## config.mk

```make
export PLATFORM = sky130hd
export DESIGN_NAME = quiz_top
export DESIGN_NICKNAME = d
export VERILOG_FILES = /design/src/design/quiz_pkg.sv /design/src/design/question_rom.sv /design/src/design/answer_entry.sv /design/src/design/answer_judge.sv /design/src/design/game_fsm.sv /design/src/design/seg7_display.sv /design/src/design/quiz_top.sv
export VERILOG_INCLUDE_DIRS = /design/src /design/src/design
export SDC_FILE = /design/constraint.sdc
export NUM_CORES = 1
export LEC_CHECK = 0
export BUFFER_PORTS_ARGS = -buffer_cell sky130_fd_sc_hd__clkbuf_2
export CAP_MARGIN = 20
export CORE_MARGIN = 2
export CORE_UTILIZATION = 34
export CTS_CLUSTER_SIZE = 10
export DETAILED_ROUTE_END_ITERATION = 10
export SETUP_SLACK_MARGIN = 0.1
export SLEW_MARGIN = 0
export SYNTH_ARGS = -nofsm -noshare
export SYNTH_HDL_FRONTEND = slang
export SYNTH_SLANG_ARGS = --single-unit
```

## constraint.sdc

```tcl
create_clock -name CLK -period 2.8 [get_ports CLK]
set_input_delay 0.42 -clock CLK [delete_from_list [all_inputs] [get_ports CLK]]
set_output_delay 0.42 -clock CLK [all_outputs]
set_load 0.02 [all_outputs]
```

## src/design/quiz_macros.svh

```systemverilog
`ifndef QUIZ_MACROS_SVH
`define QUIZ_MACROS_SVH

// questions per game
`define QUIZ_NUM_Q 4
// wrong answers allowed
`define QUIZ_LIVES 2
// answer digits run 1..9
`define QUIZ_DIGIT_MAX 9
// cycles in QUESTION before input opens
`define QUIZ_SHOW_CYCLES 8

`endif

```

## src/design/quiz_pkg.sv

```systemverilog
`default_nettype none

package quiz_pkg;

  // game states with fixed codes
  typedef enum logic [3:0] {
    ST_IDLE     = 4'd0,
    ST_READY    = 4'd2,
    ST_QUESTION = 4'd3,
    ST_INPUT    = 4'd4,
    // never entered
    ST_DRAW     = 4'd6,
    ST_WRONG    = 4'd7,
    ST_GOOD     = 4'd8,
    // never entered
    ST_OUCH     = 4'd9,
    ST_WIN      = 4'd10,
    ST_LOSE     = 4'd11
  } game_state_t;

  // one decimal digit where 0 means not entered
  typedef logic [3:0] digit_t;

  // any code above 9 decodes to a dark digit
  localparam digit_t DIGIT_BLANK = 4'hF;

  // difficulty then two question digits
  typedef struct packed {
    digit_t level;
    digit_t q_hi;
    digit_t q_lo;
  } question_t;

  // question on top of expected answer digits 2..0
  typedef struct packed {
    question_t      question;
    digit_t [2:0]   answer;
  } qset_t;

endpackage

`default_nettype wire

```

## src/design/question_rom.sv

```systemverilog
`timescale 1ns/1ps
`default_nettype none
`include "quiz_macros.svh"

module question_rom
  import quiz_pkg::*;
(
  input  wire logic [$clog2(`QUIZ_NUM_Q)-1:0] q_index,
  output qset_t                               qset
);

  // layout: level, q_hi, q_lo, ans2, ans1, ans0
  always_comb begin
    case (q_index)
      0:       qset = 24'h112_135;
      1:       qset = 24'h147_219;
      2:       qset = 24'h256_384;
      3:       qset = 24'h389_767;
      // outside the table reads as empty
      default: qset = '0;
    endcase
  end

  // index must stay inside the table
  always_comb begin
    assert #0 (q_index < `QUIZ_NUM_Q)
      else $error("question_rom: index %0d out of range", q_index);
  end

endmodule

`default_nettype wire

```

## src/design/answer_entry.sv

```systemverilog
`timescale 1ns/1ps
`default_nettype none
`include "quiz_macros.svh"

module answer_entry
  import quiz_pkg::*;
(
  input  wire logic        CLK,
  input  wire logic        rst_n,
  input  wire game_state_t state,
  input  wire qset_t       qset,
  input  wire logic [2:0]  sel,
  input  wire logic        dec,
  input  wire logic        clr,
  output logic             que_ok,
  output logic             led,
  output digit_t           ans_digit0,
  output digit_t           ans_digit1,
  output digit_t           ans_digit2,
  output digit_t           q_digit0,
  output digit_t           q_digit1,
  output digit_t           q_digit2,
  output digit_t [2:0]     answer,
  output logic             answer_valid,
  output digit_t [2:0]     expected
);

  // captured question and its answer
  question_t    q_r;
  digit_t [2:0] exp_r;
  // live answer digits
  digit_t [2:0] cnt;
  logic         keep_q;

  // 9 wraps back to 1 and empty 0 steps to 1
  function automatic digit_t step_digit(input digit_t d);
    if (d >= digit_t'(`QUIZ_DIGIT_MAX))
      return digit_t'(1);
    return d + digit_t'(1);
  endfunction

  // hold the question while a round is open
  assign keep_q = (state == ST_READY && qset.question != '0) ||
                  state inside {ST_QUESTION, ST_INPUT, ST_WRONG};

  always_ff @(posedge CLK or negedge rst_n) begin
    if (!rst_n) begin
      q_r   <= '0;
      exp_r <= '0;
    end else if (keep_q) begin
      q_r   <= qset.question;
      exp_r <= qset.answer;
    end else begin
      q_r   <= '0;
      exp_r <= '0;
    end
  end

  assign expected = exp_r;

  // question present flag with led one cycle behind
  always_ff @(posedge CLK or negedge rst_n) begin
    if (!rst_n) begin
      que_ok <= 1'b0;
      led    <= 1'b0;
    end else begin
      que_ok <= (q_r != '0);
      led    <= que_ok;
    end
  end

  // digit counters take one sel bit per cycle with bit 0 first
  always_ff @(posedge CLK or negedge rst_n) begin
    if (!rst_n) begin
      cnt <= '0;
    end else if (state == ST_INPUT) begin
      if (sel[0])
        cnt[0] <= step_digit(cnt[0]);
      else if (sel[1])
        cnt[1] <= step_digit(cnt[1]);
      else if (sel[2])
        cnt[2] <= step_digit(cnt[2]);
      else if (clr)
        cnt <= '0;
    end else if (state inside {ST_GOOD, ST_WIN, ST_LOSE}) begin
      // round over so the next entry starts empty
      cnt <= '0;
    end
  end

  // display registers
  // answer side shows only in INPUT and question side only in QUESTION
  always_ff @(posedge CLK or negedge rst_n) begin
    if (!rst_n) begin
      ans_digit0 <= DIGIT_BLANK;
      ans_digit1 <= DIGIT_BLANK;
      ans_digit2 <= DIGIT_BLANK;
      q_digit0   <= '0;
      q_digit1   <= '0;
      q_digit2   <= '0;
    end else begin
      ans_digit0 <= (state == ST_INPUT) ? cnt[0] : DIGIT_BLANK;
      ans_digit1 <= (state == ST_INPUT) ? cnt[1] : DIGIT_BLANK;
      ans_digit2 <= (state == ST_INPUT) ? cnt[2] : DIGIT_BLANK;
      q_digit0   <= (state == ST_QUESTION) ? q_r.q_lo  : digit_t'(0);
      q_digit1   <= (state == ST_QUESTION) ? q_r.q_hi  : digit_t'(0);
      q_digit2   <= (state == ST_QUESTION) ? q_r.level : digit_t'(0);
    end
  end

  // submit on dec with a single valid pulse
  always_ff @(posedge CLK or negedge rst_n) begin
    if (!rst_n) begin
      answer       <= '0;
      answer_valid <= 1'b0;
    end else begin
      answer_valid <= (state == ST_INPUT) && dec;
      if (state == ST_INPUT && dec)
        answer <= cnt;
    end
  end

  // counters never leave 0..9
  assert property (@(posedge CLK) disable iff (!rst_n)
    cnt[0] <= `QUIZ_DIGIT_MAX && cnt[1] <= `QUIZ_DIGIT_MAX &&
    cnt[2] <= `QUIZ_DIGIT_MAX);

  // game still in INPUT while the submit goes out
  assert property (@(posedge CLK) disable iff (!rst_n)
    $rose(answer_valid) |-> state == ST_INPUT);

endmodule

`default_nettype wire

```

## src/design/answer_judge.sv

```systemverilog
`timescale 1ns/1ps
`default_nettype none

module answer_judge
  import quiz_pkg::*;
(
  input  wire logic         CLK,
  input  wire logic         rst_n,
  input  wire digit_t [2:0] answer,
  input  wire digit_t [2:0] expected,
  input  wire logic         answer_valid,
  output logic              correct,
  output logic              wrong
);

  logic match;

  // every digit equal and entered since empty never matches
  assign match = (answer == expected) &&
                 answer[0] != '0 && answer[1] != '0 && answer[2] != '0;

  always_ff @(posedge CLK or negedge rst_n) begin
    if (!rst_n) begin
      correct <= 1'b0;
      wrong   <= 1'b0;
    end else begin
      correct <= answer_valid && match;
      wrong   <= answer_valid && !match;
    end
  end

  // never both verdicts at once
  assert property (@(posedge CLK) disable iff (!rst_n)
    (correct || wrong) |-> !(correct && wrong));

endmodule

`default_nettype wire

```

## src/design/game_fsm.sv

```systemverilog
`timescale 1ns/1ps
`default_nettype none
`include "quiz_macros.svh"

module game_fsm
  import quiz_pkg::*;
(
  input  wire logic                            CLK,
  input  wire logic                            rst_n,
  input  wire logic                            start,
  input  wire logic                            que_ok,
  input  wire logic                            correct,
  input  wire logic                            wrong,
  output game_state_t                          state,
  output logic [$clog2(`QUIZ_NUM_Q)-1:0]       q_index,
  output logic [1:0]                           lives,
  output logic [2:0]                           score
);

  localparam int IDX_W  = $clog2(`QUIZ_NUM_Q);
  localparam int SHOW_W = $clog2(`QUIZ_SHOW_CYCLES);

  // cycles spent showing the question
  logic [SHOW_W-1:0] show_cnt;

  always_ff @(posedge CLK or negedge rst_n) begin
    if (!rst_n) begin
      state    <= ST_IDLE;
      q_index  <= '0;
      lives    <= 2'(`QUIZ_LIVES);
      score    <= '0;
      show_cnt <= '0;
    end else begin
      // counter only runs in QUESTION
      show_cnt <= '0;
      case (state)
        ST_IDLE, ST_WIN, ST_LOSE: begin
          // fresh game
          if (start) begin
            state   <= ST_READY;
            q_index <= '0;
            lives   <= 2'(`QUIZ_LIVES);
            score   <= '0;
          end
        end
        ST_READY: begin
          if (que_ok)
            state <= ST_QUESTION;
        end
        ST_QUESTION: begin
          if (show_cnt == SHOW_W'(`QUIZ_SHOW_CYCLES - 1))
            state <= ST_INPUT;
          else
            show_cnt <= show_cnt + 1'b1;
        end
        ST_INPUT: begin
          if (correct) begin
            state <= ST_GOOD;
            score <= score + 1'b1;
          end else if (wrong) begin
            lives <= lives - 1'b1;
            // last life gone
            state <= (lives == 2'd1) ? ST_LOSE : ST_WRONG;
          end
        end
        ST_WRONG:
          state <= ST_INPUT;
        ST_GOOD: begin
          if (q_index == IDX_W'(`QUIZ_NUM_Q - 1)) begin
            state <= ST_WIN;
          end else begin
            state   <= ST_READY;
            q_index <= q_index + 1'b1;
          end
        end
        default:
          state <= ST_IDLE;
      endcase
    end
  end

  // judge only speaks while the player is answering
  assert property (@(posedge CLK) disable iff (!rst_n)
    (correct || wrong) |-> state == ST_INPUT);

endmodule

`default_nettype wire

```

## src/design/seg7_display.sv

```systemverilog
`timescale 1ns/1ps
`default_nettype none

module seg7_display
  import quiz_pkg::*;
(
  input  wire digit_t ans_digit0,
  input  wire digit_t ans_digit1,
  input  wire digit_t ans_digit2,
  input  wire digit_t q_digit0,
  input  wire digit_t q_digit1,
  input  wire digit_t q_digit2,
  output logic [6:0]  hex0,
  output logic [6:0]  hex1,
  output logic [6:0]  hex2,
  output logic [6:0]  hex3,
  output logic [6:0]  hex4,
  output logic [6:0]  hex5
);

  logic q_dark;

  // segments gfedcba, active high
  function automatic logic [6:0] seg_dec(input digit_t d);
    case (d)
      4'd0:    return 7'h3F;
      4'd1:    return 7'h06;
      4'd2:    return 7'h5B;
      4'd3:    return 7'h4F;
      4'd4:    return 7'h66;
      4'd5:    return 7'h6D;
      4'd6:    return 7'h7D;
      4'd7:    return 7'h07;
      4'd8:    return 7'h7F;
      4'd9:    return 7'h6F;
      default: return 7'h00;
    endcase
  endfunction

  // empty answer digit shows a dash
  function automatic logic [6:0] ans_dec(input digit_t d);
    return (d == '0) ? 7'h40 : seg_dec(d);
  endfunction

  // all-zero question means nothing to show
  assign q_dark = (q_digit0 == '0) && (q_digit1 == '0) && (q_digit2 == '0);

  assign hex0 = ans_dec(ans_digit0);
  assign hex1 = ans_dec(ans_digit1);
  assign hex2 = ans_dec(ans_digit2);
  assign hex3 = q_dark ? 7'h00 : seg_dec(q_digit0);
  assign hex4 = q_dark ? 7'h00 : seg_dec(q_digit1);
  assign hex5 = q_dark ? 7'h00 : seg_dec(q_digit2);

endmodule

`default_nettype wire

```

## src/design/quiz_top.sv

```systemverilog
`timescale 1ns/1ps
`default_nettype none
`include "quiz_macros.svh"

module quiz_top
  import quiz_pkg::*;
(
  input  wire logic       CLK,
  input  wire logic       rst_n,
  input  wire logic       start,
  input  wire logic [2:0] sel,
  input  wire logic       dec,
  input  wire logic       clr,
  output logic [6:0]      hex0,
  output logic [6:0]      hex1,
  output logic [6:0]      hex2,
  output logic [6:0]      hex3,
  output logic [6:0]      hex4,
  output logic [6:0]      hex5,
  output logic            led,
  output game_state_t     state,
  output logic [1:0]      lives,
  output logic [2:0]      score
);

  // rom to entry
  logic [$clog2(`QUIZ_NUM_Q)-1:0] q_index;
  qset_t                          qset;
  logic                           que_ok;
  // entry to display
  digit_t                         ans_digit0, ans_digit1, ans_digit2;
  digit_t                         q_digit0, q_digit1, q_digit2;
  // entry to judge, judge to fsm
  digit_t [2:0]                   answer;
  digit_t [2:0]                   expected;
  logic                           answer_valid;
  logic                           correct, wrong;

  question_rom u_rom (
    .q_index (q_index),
    .qset    (qset)
  );

  answer_entry u_entry (
    .CLK          (CLK),
    .rst_n        (rst_n),
    .state        (state),
    .qset         (qset),
    .sel          (sel),
    .dec          (dec),
    .clr          (clr),
    .que_ok       (que_ok),
    .led          (led),
    .ans_digit0   (ans_digit0),
    .ans_digit1   (ans_digit1),
    .ans_digit2   (ans_digit2),
    .q_digit0     (q_digit0),
    .q_digit1     (q_digit1),
    .q_digit2     (q_digit2),
    .answer       (answer),
    .answer_valid (answer_valid),
    .expected     (expected)
  );

  answer_judge u_judge (
    .CLK          (CLK),
    .rst_n        (rst_n),
    .answer       (answer),
    .expected     (expected),
    .answer_valid (answer_valid),
    .correct      (correct),
    .wrong        (wrong)
  );

  game_fsm u_fsm (
    .CLK     (CLK),
    .rst_n   (rst_n),
    .start   (start),
    .que_ok  (que_ok),
    .correct (correct),
    .wrong   (wrong),
    .state   (state),
    .q_index (q_index),
    .lives   (lives),
    .score   (score)
  );

  seg7_display u_disp (
    .ans_digit0 (ans_digit0),
    .ans_digit1 (ans_digit1),
    .ans_digit2 (ans_digit2),
    .q_digit0   (q_digit0),
    .q_digit1   (q_digit1),
    .q_digit2   (q_digit2),
    .hex0       (hex0),
    .hex1       (hex1),
    .hex2       (hex2),
    .hex3       (hex3),
    .hex4       (hex4),
    .hex5       (hex5)
  );

endmodule

`default_nettype wire

```

---- After elaboration in Yosys (flattened, before gate mapping) ----
Memories as Yosys holds them, arrays and structs flattened.
Index checks and enable logic that the tools add are counted.
operators by class
  add/sub/neg operators ................... 7
  $mul .................................... 0
  div/mod/pow operators ................... 0
  $lt $le $gt $ge ......................... 3
  equal/unequal tests ..................... 29
  shifts and indexed selects .............. 0
  muxes and demuxes ....................... 63
  bitwise operators ....................... 0
  reduce and logical (&&, ||, !) cells .... 37
operators with widths
  kind                                                                     number
  4-bit 2-to-1 mux                                                         24
  24-bit case mux with 4 select lines                                      1
  12-bit 2-to-1 mux                                                        5
  7-bit 2-to-1 mux                                                         6
  4-bit zero test                                                          7
  4-bit case mux with 6 select lines                                       1
  12-bit nonzero test                                                      2
  4-bit AND reduction                                                      5
  3-bit inequality test, second input constant                             6
  8-bit 2-to-1 mux                                                         2
  4-bit by 1-bit adder with 4-bit output, second input constant            3
  12-bit equality test                                                     1
  4-bit equality test, second input constant                               3
  4-bit greater-or-equal comparator, second input constant                 3
  1-bit 2-to-1 mux                                                         12
  3-bit 2-to-1 mux                                                         4
  4-bit nonzero test                                                       3
  2-bit 2-to-1 mux                                                         5
  2-bit inequality test, second input constant                             5
  1-bit logical AND                                                        9
  4-bit by 2-bit equality test with 1-bit output, second input constant    2
  4-bit by 3-bit equality test with 1-bit output, second input constant    2
  2-bit by 1-bit inequality test with 1-bit output, second input constant  4
  2-bit case mux with 2 select lines                                       2
  other kinds (15)                                                         22
storage, ports and cells
  register bits after elaboration ......... 91
  bits in latches ......................... 0
  memory bits (writable) .................. 0
  ROM bits ................................ 672
  input port bits ......................... 8
  output and inout bits ................... 52
  word-level logic and storage cells ...... 173
  memories kept ........................... 6
memories
  name             depth  bits a word  rd ports  clocked after memory_dff  wr ports  RTL line            text
  (no name shown)  16     7            1         0                         0         seg7_display.sv:25  case (d)
  (no name shown)  16     7            1         0                         0         seg7_display.sv:25
  (no name shown)  16     7            1         0                         0         seg7_display.sv:25
  (no name shown)  16     7            1         0                         0         seg7_display.sv:25
  (no name shown)  16     7            1         0                         0         seg7_display.sv:25
  (no name shown)  16     7            1         0                         0         seg7_display.sv:25

---- Longest topological paths before layout ----
Gate-level depths: netlist (run 1).
  depth after elaboration ................. 11
  depth in mapped cells ................... 10
  gate-level depth less buffers ........... 7

---- By module ----
Synthesis (run 1) repeated with hierarchy kept, for this count alone.
second synthesis, totals
  cell total of the unflattened synthesis .. 584
  area, all modules ....................... 5594.1 um^2
modules (own cells, without submodules)
  module        times used  cells an instance  area each (um^2)  seq. area each (um^2)
  answer_entry  1           238                2942.8            1891.8
  seg7_display  1           194                1278.7            0.0
  game_fsm      1           95                 910.9             351.6
  question_rom  1           31                 241.5             0.0
  answer_judge  1           26                 220.2             50.0

---- Least setup slack after synthesis (run 1) ----
No wires, ideal clock.
  path type ............................... register to output
  start ................................... register u_entry.q_digit0[3]
  end ..................................... output port hex4[3]
  arrival ................................. 2.359 ns
  required time ........................... 2.380 ns
  path slack .............................. 0.021 ns
  cell stages (with the launch flop) ...... 11
  path buffers ............................ 3
  path through ............................ dfrtp_1 > clkbuf_1 > clkinv_1 > ha_1 > and4b_1 > and2_1 > clkbuf_1 > inv_2 > o21ai_1 > a21oi_1 > buf_4
on the way
  longest elaborated chain between the ends .. 4
RTL lines
  element                         RTL line             text
  from (decl)                     answer_entry.sv:20   output digit_t q_digit0,
  from (signal assigned)          answer_entry.sv:105  q_digit0 <= (state == ST_QUESTION) ? q_r.q_lo : digit_t'(0);
  4-bit zero test                 seg7_display.sv:46   assign q_dark = (q_digit0 == '0) && (q_digit1 == '0) && (q_digit2 == '0);
  1-bit logical AND (2 in a row)  seg7_display.sv:46
  7-bit 2-to-1 mux                seg7_display.sv:52   assign hex4 = q_dark ? 7'h00 : seg_dec(q_digit1);
  to (decl)                       quiz_top.sv:18       output logic [6:0] hex4,
No other way between the ends.

---- Worst setup path in the final report (run 1) ----
  start ................................... register u_entry.q_digit0[2]
  end ..................................... output port hex4[3]
The elaborated chain is that of the path after synthesis.

==> flow_summary_export.csv, run 1 <==
group,metric,value,unit
route,drt-wirelength-per-cell,12.9,um
yosys,synth.net_count,539,
power_and_ir_drop,power.combinational.fraction,0.417,
power_and_ir_drop,internal_power,2.79,mW
placed_design,place_congestion,0.871,
yosys,yosys-top-cells-area,"sky130_fd_sc_hd__dfrtp_1 34%, sky130_fd_sc_hd__ha_1 13%, sky130_fd_sc_hd__dfstp_2 7.5%",
yosys,yosys_register_bits,75,
timing,final_period_minus_worst_setup_slack,2.53,ns
power_and_ir_drop,power_density,865,nW/um^2
yosys,fraction_of_registers_with_async_set_or_reset_after_synthesis,1.00,
power_and_ir_drop,share_seq_of_total_power,0.340,
timing,unrepaired_setup_endpoints_after_global_routing,"no",
floorplanning,placementRows,42,
floorplanning,core,13200,sq um
power_and_ir_drop,switching_power,1.87,mW
global_route,grt-ovfl-total,0,
floorplanning,floorplan.die.width,120,um
floorplanning,die_y,120,um
run_status,outcome,"finished, final reports clean",
final_layout,postLayoutCoreUtil,0.408,
timing,fin_skew,0.00600,ns
timing,fmaxAchievable,395,MHz
yosys,area_share_of_the_leading_cell_type_in_the_synthesized_netlist,0.340,
yosys,netlist_area,4560,sq um
global_route,grt_usage,0.138,
clock_network,path_clk_slew,0.06,ns
route,post-route-drc-count,0,
route,first_pass_iters,4,
timing,final_hold_viol_count,0,
critical_path,cp_slowest_cell,"sky130_fd_sc_hd__dfrtp_2",
clock_network,tritoncts,"yes",
critical_path,timing.critical_path.buf_inv,3,
global_route,wire_length_of_the_first_global_routing_pass,16300,um
global_route,grt_pass1_vias,3478,
yosys,synth_sequential_area_ratio,0.415,
yosys,post_synth_most_frequent_cells,"62 x sky130_fd_sc_hd__dfrtp_1, 49 x sky130_fd_sc_hd__ha_1, 49 x sky130_fd_sc_hd__nor2_1",
timing,tns,0,ns
power_and_ir_drop,clock_power_share,0.244,
power_and_ir_drop,static-leakage-power,2.65,nW
yosys,number_of_distinct_standard_cells_referenced_by_the_synthesized_netlist,70,
timing,slew-limit-headroom,0.559,
route,vias_post_dr,3518,
critical_path,largest_fanout_on_the_critical_path,8,
floorplanning,top_level_ports,60,
job,max_cap_violations,0,
critical_path,timing.critical_path.max_delay_family,"buffers and inverters",
global_route,grt_start_max_net_pins,27,
critical_path,worstPathArrival,2.11,ns
power_and_ir_drop,power.switching_fraction,0.401,
power_and_ir_drop,power.ir.vdd_worst,0.447,mV
critical_path,start_kind,"register",
route,route.antenna.remaining_nets,0,
floorplanning,initial_core_util,0.346,
placed_design,io_buffers,59,
yosys,yosysTopAreaCell,"sky130_fd_sc_hd__dfrtp_1",
final_layout,insertedDiodeCount,0,
timing,min_period_over_period,0.905,
clock_network,h-tree-depth,3,
yosys,synth_enable_flop_cells,0,
worst_hold_path,worstHoldPathType,"in2async",
critical_path,crit_type,"reg2out",
clock_network,tritoncts_num_sinks,75,
global_route,initial_antenna_violation_count,0,
timing,tightest_slew,0.662,ns
critical_path,path_cells,"clkinvlp_4 -> ha_2 -> and4b_1 -> and2_4 -> inv_2 -> o21ai_1 -> a21oi_2 -> buf_4",
clock_network,cts-root-to-sink-buffers,2,
final_layout,area_added_between_synthesis_and_finish,18.1,%
route,detail_route.iter0.violations,138,
yosys,netlist_instances,482,
floorplanning,design.die.area,14400,sq um
clock_network,total_cts_buffers,9,
yosys,synthesis.area_per_instance,9.46,sq um
timing,timing.final.setup_violations,0,
critical_path,timing.critical_path.slowest_cell_delay,0.42,ns
clock_network,clock_insertion_delay_worst_skew,0.32,ns
clock_network,cts_root_buf,"sky130_fd_sc_hd__clkbuf_16",
critical_path,timing.critical_path.to_type,"output port",
route,route.detailed.vias_per_inst,4.86,
critical_path,cp_data_required_time,2.38,ns
yosys,primary_ff_master_synth,"sky130_fd_sc_hd__dfrtp_1",
route,drt-total-wl,9360,um
final_layout,drive_gt1_frac,0.230,
timing,timing_max_transition_violations_final,0,
placed_design,place.detailed.hpwl,7030,um
yosys,synth_most_common_cell,"sky130_fd_sc_hd__dfrtp_1",
final_layout,design.final.nets,600,
yosys,synth.yosys.warnings,0,
## worst paths after layout
path / endpoint / slack [ns] / depth (start not counted) / startpoint
hold reg to reg: u_entry.led / 0.39 / 0 / u_entry.que_ok
setup reg to reg: u_entry.q_r[0] / 0.59 / 6 / u_fsm.q_index[0]
max in group asynchronous: u_entry.ans_digit0[2] / 1.93 / 2 / rst_n
hold / removal: u_fsm.show_cnt[1] / 0.07 / 1 / rst_n
setup / recovery: hex4[3] / 0.27 / 8 / u_entry.q_digit0[2]
min in group CLK: u_entry.led / 0.39 / 0 / u_entry.que_ok
## timing repair
| action | CTS | global route |
|---|---|---|
| buffers inserted | 0 | 2 |
| hold buffers | 0 | 0 |
| gates resized for setup | 4 | 8 |
| setup endpoints to repair | 4 | 4 |
## per-stage QoR
step	hold WS, ns	total power, mW	std cells	setup WS, ns	area [sq um]
6_report	0.0744	4.66	724	0.266	5390
4_1_cts	0.0898	4.69	722	0.148	5360
5_1_grt	0.123	5.02	724	0.151	5390
3_3_place_gp	0.385	3.48	706	0.431	5060
2_1_floorplan	0.124	2.96	482	0.160	4560
3_5_place_dp	0.386	3.52	706	0.336	5060
## per-layer routing
layer  up-vias  wire (um)  GRT usage
met2        59       4410      0.229
met4         0         59     0.0346
met5         -          0          0
met1      1672       4580      0.184
li1       1781          -          -
met3         6        306     0.0290
## layout make-up
cell class	instances	area, sq um
sequential	75	1900
clock inverter	5	52.6
clock buffer	11	243
timing repair buffer	69	375
tap	176	220
fill	1281	7800
multi-input combinational	345	2430
inverter	43	166
## kinds of logic (layout without fill, tap and decap cells)
family | after synthesis | in the layout | synth area share
xor gates and xnor gates | 7 | 7 | 0.0134
AOI/OAI and AO/OA | 104 | 104 | 0.159
adders and majority gates | 49 | 49 | 0.134
DFF | 75 | 75 | 0.415
buffers and inverters | 62 | 128 | 0.0549
muxes | 15 | 15 | 0.0351
and+or+nand+nor | 170 | 170 | 0.188
## worst register-to-register path: stages, from the launching register on
cell and delay (ns):
sky130_fd_sc_hd__dfrtp_1 0.43, sky130_fd_sc_hd__inv_1 0.20, sky130_fd_sc_hd__ha_1 0.18, sky130_fd_sc_hd__nor4bb_1 0.29
sky130_fd_sc_hd__nand3_1 0.12, sky130_fd_sc_hd__a21oi_1 0.54, sky130_fd_sc_hd__a2bb2o_1 0.33
## registers in the layout (all words and copies together), names as in the netlist, 2 cells and up
signal and count:
u_entry.answer 12, u_entry.cnt 12, u_entry.expected 8, u_entry.q_r 5, u_entry.ans_digit0 4, u_entry.ans_digit1 4, u_entry.ans_digit2 4, u_entry.q_digit0 4
u_fsm.state 4, u_fsm.score 3, u_fsm.show_cnt 3, u_entry.q_digit2 2, u_fsm.lives 2, u_fsm.q_index 2
## power groups by stage
| stage | logic, mW | registers, mW | clock network, mW |
|---|---|---|---|
| after floorplan | 1.40 | 1.56 | 0 |
| after global placement | 1.89 | 1.59 | 0 |
| after detailed placement | 1.92 | 1.60 | 0 |
| after CTS | 1.94 | 1.59 | 1.17 |
| after global routing | 2.18 | 1.62 | 1.22 |
| final | 1.94 | 1.58 | 1.14 |
## cell usage in the layout, fill, tap and decap left out, types with 7 or more instances in the layout
cell                        instances
sky130_fd_sc_hd__a21oi_1           20
sky130_fd_sc_hd__and2_1            14
sky130_fd_sc_hd__buf_4             12
sky130_fd_sc_hd__clkbuf_16          9
sky130_fd_sc_hd__clkbuf_2          55
sky130_fd_sc_hd__dfrtp_1           60
sky130_fd_sc_hd__dfstp_2           13
sky130_fd_sc_hd__ha_1              48
sky130_fd_sc_hd__inv_1             40
sky130_fd_sc_hd__mux2i_1            7
sky130_fd_sc_hd__nand2_1           40
sky130_fd_sc_hd__nand2b_1          10
sky130_fd_sc_hd__nand3_1            8
sky130_fd_sc_hd__nor2_1            49
sky130_fd_sc_hd__nor3_1            13
sky130_fd_sc_hd__o21ai_0           15
sky130_fd_sc_hd__o21ai_1           11
Power figures use the tool's default switching activity.
==> run 2, diff against run 1 <==
--- a/config.mk
+++ b/config.mk
@@ -6,7 +6,7 @@
 export SDC_FILE = /design/constraint.sdc
 export NUM_CORES = 1
 export LEC_CHECK = 0
-export BUFFER_PORTS_ARGS = -buffer_cell sky130_fd_sc_hd__clkbuf_2
+export BUFFER_PORTS_ARGS = -buffer_cell sky130_fd_sc_hd__buf_2
 export CAP_MARGIN = 20
 export CORE_MARGIN = 2
 export CORE_UTILIZATION = 34
==> constraint.sdc (replaced) <==
create_clock -name CLK -period 2.8 [get_ports CLK]
set_input_delay 0.7 -clock CLK [delete_from_list [all_inputs] [get_ports CLK]]
set_output_delay 0.7 -clock CLK [all_outputs]
set_load 0.02 [all_outputs]
==> run 2 against run 1 <==
Against the previous run: clock power about the same; critical path depth is the same; maximum frequency down 1.8%; sequential share of layout area down 0.30 points; setup slack worse by 0.047 ns; die area did not move; clock skew rose by 0.0018 ns; highest routed layer unchanged; first-iteration DRC count grew 32%; cell count up 0.14%; sequential cell count unchanged; register-to-register slack got worse by 0.03 ns; core utilization up 0.35 points.
==> flow_summary_export.csv, run 2 (synthesized netlist as in run 1, its figures left out) <==
group,metric,value,unit
timing,final_hold_viol_count,0,
route,detail_route.iter0.violations,182,
timing,slew-limit-headroom,0.506,
critical_path,cp_data_required_time,2.10,ns
clock_network,ctsHoldBuffers,0,
timing,timing.final.setup_violations,0,
power_and_ir_drop,power_density,867,nW/um^2
route,route.detailed.vias_per_inst,4.91,
worst_hold_path,worstHoldPathType,"in2async",
floorplanning,placementRows,42,
timing,fin_skew,0.00781,ns
critical_path,start_kind,"register",
route,route.antenna.remaining_nets,0,
power_and_ir_drop,power.switching_fraction,0.398,
clock_network,tritoncts,"yes",
final_layout,area_added_between_synthesis_and_finish,19.1,%
route,drt-wirelength-per-cell,12.9,um
clock_network,cts_root_buf,"sky130_fd_sc_hd__clkbuf_16",
power_and_ir_drop,internal_power,2.83,mW
critical_path,setup.reg_to_reg.worst_slack,0.56,ns
global_route,grt_start_max_net_pins,76,
global_route,grt-ovfl-total,0,
power_and_ir_drop,clock_power_share,0.240,
final_layout,layout_commonest_cell,"sky130_fd_sc_hd__dfrtp_1",
final_layout,insertedDiodeCount,0,
floorplanning,design.die.area,14400,sq um
power_and_ir_drop,power.ir.vdd_worst,0.468,mV
timing,min_period_over_period,0.922,
critical_path,crit_type,"reg2out",
floorplanning,initial_core_util,0.346,
critical_path,path_cells,"inv_1 -> ha_2 -> and4b_2 -> and2_4 -> inv_4 -> o21ai_2 -> a21oi_2 -> buf_6",
critical_path,count_of_cells_along_the_worst_register_to_register_path,6,
critical_path,critical_path.reg2reg.startpoint,"u_fsm.q_index[0]",
power_and_ir_drop,static-leakage-power,2.70,nW
critical_path,largest_fanout_on_the_critical_path,7,
critical_path,worstPathArrival,1.88,ns
power_and_ir_drop,total_power,4.71,mW
floorplanning,die_y,120,um
clock_network,total_cts_buffers,9,
route,drt-total-wl,9360,um
timing,tns,0,ns
placed_design,place_congestion,0.900,
final_layout,design.final.nets,601,
power_and_ir_drop,power.combinational.fraction,0.425,
timing,timing.final.ws_setup,0.219,ns
critical_path,cp_slowest_cell,"sky130_fd_sc_hd__dfrtp_2",
run_status,outcome,"finished, final reports clean",
route,first_pass_iters,6,
power_and_ir_drop,switching_power,1.88,mW
global_route,initial_antenna_violation_count,0,
critical_path,timing.critical_path.slowest_cell_delay,0.40,ns
timing,tightest_slew,0.741,ns
timing,final_period_minus_worst_setup_slack,2.58,ns
timing,timing_max_transition_violations_final,0,
timing,unrepaired_setup_endpoints_after_global_routing,"no",
final_layout,final_cell_count_no_fill,725,
route,post-route-drc-count,0,
critical_path,timing.critical_path.to_type,"output port",
placed_design,dp.cells,706,
clock_network,h-tree-depth,3,
route,vias_post_dr,3558,
floorplanning,core,13200,sq um
job,max_cap_violations,0,
placed_design,dpl_worst_slack,0.231,ns
global_route,grt_usage,0.136,
final_layout,postLayoutCoreUtil,0.412,
clock_network,path_clk_slew,0.06,ns
placed_design,io_buffers,59,
clock_network,tritoncts_num_sinks,75,
global_route,grt_pass1_vias,3454,
placed_design,place.detailed.hpwl,6810,um
critical_path,crit-reg2reg-capture,"u_entry.q_r[0]",
final_layout,layout_common_cells,"60 x sky130_fd_sc_hd__dfrtp_1, 56 x sky130_fd_sc_hd__buf_2, 49 x sky130_fd_sc_hd__nor2_1, 47 x sky130_fd_sc_hd__ha_1, 40 x sky130_fd_sc_hd__nand2_1",
timing,fmaxAchievable,387,MHz
floorplanning,top_level_ports,60,
clock_network,cts-root-to-sink-buffers,2,
power_and_ir_drop,share_seq_of_total_power,0.335,
final_layout,drive_gt1_frac,0.240,
clock_network,clock_insertion_delay_worst_skew,0.32,ns
global_route,wire_length_of_the_first_global_routing_pass,16000,um
floorplanning,floorplan.die.width,120,um
run 2: power groups by stage:
stage	combinational (mW)	clock [mW]	sequential, mW
global route	2.23	1.22	1.62
global placement	1.89	0	1.59
CTS	1.97	1.16	1.58
floorplan	1.40	0	1.56
finish	2.00	1.13	1.58
detailed placement	1.92	0	1.60
run 2: per-layer routing:
| metal | share of wire | track usage | up-vias |
|---|---|---|---|
| li1 | - | - | 1783 |
| met1 | 0.47 | 0.178 | 1693 |
| met2 | 0.48 | 0.225 | 74 |
| met3 | 0.042 | 0.0323 | 8 |
| met4 | 0.010 | 0.0368 | 0 |
| met5 | 0 | 0 | - |
run 2: repair_timing:
item / CTS / global route
setup endpoints to repair: 7 / 9
pin swaps: 0 / 1
resized for setup: 8 / 9
buffers inserted: 1 / 2
run 2: worst max path at each step:
| stage | start | slack [ns] | cells after the start | to |
|---|---|---|---|---|
| after floorplan | u_entry.q_digit0[3] | 0.10 | 10 | hex4[3] |
| after global placement | u_entry.q_digit0[2] | 0.30 | 8 | hex4[3] |
| after detailed placement | u_entry.q_digit0[2] | 0.23 | 8 | hex4[3] |
| after CTS | u_entry.q_digit0[1] | 0.11 | 8 | hex4[3] |
| after global routing | u_entry.q_digit0[2] | 0.13 | 8 | hex4[5] |
| final | u_entry.q_digit0[1] | 0.22 | 8 | hex4[3] |
run 2: final cells by class:
type,instances,area (sq um)
clock inverter,5,53.8
inverter,43,166
clock buffer,11,243
multi-input combinational,345,2450
fill,1281,7760
tap,176,220
timing repair buffer,70,405
sequential,75,1900
run 2: metrics by stage:
step	hold slack, ns	cell area (sq um)
3_3_place_gp	0.396	5070
2_1_floorplan	0.353	4570
5_1_grt	0.413	5430
4_1_cts	0.412	5390
6_report	0.388	5430
3_5_place_dp	0.393	5070
run 2: worst max-delay path, delay by kind of cell, from the launching register on:
family                     cells  cell delay [ns]
buffers and inverters          3             0.31
DFF                            1             0.40
adders and majority gates      1             0.19
AOI/OAI and AO/OA              2             0.27
and+or+nand+nor                2             0.38
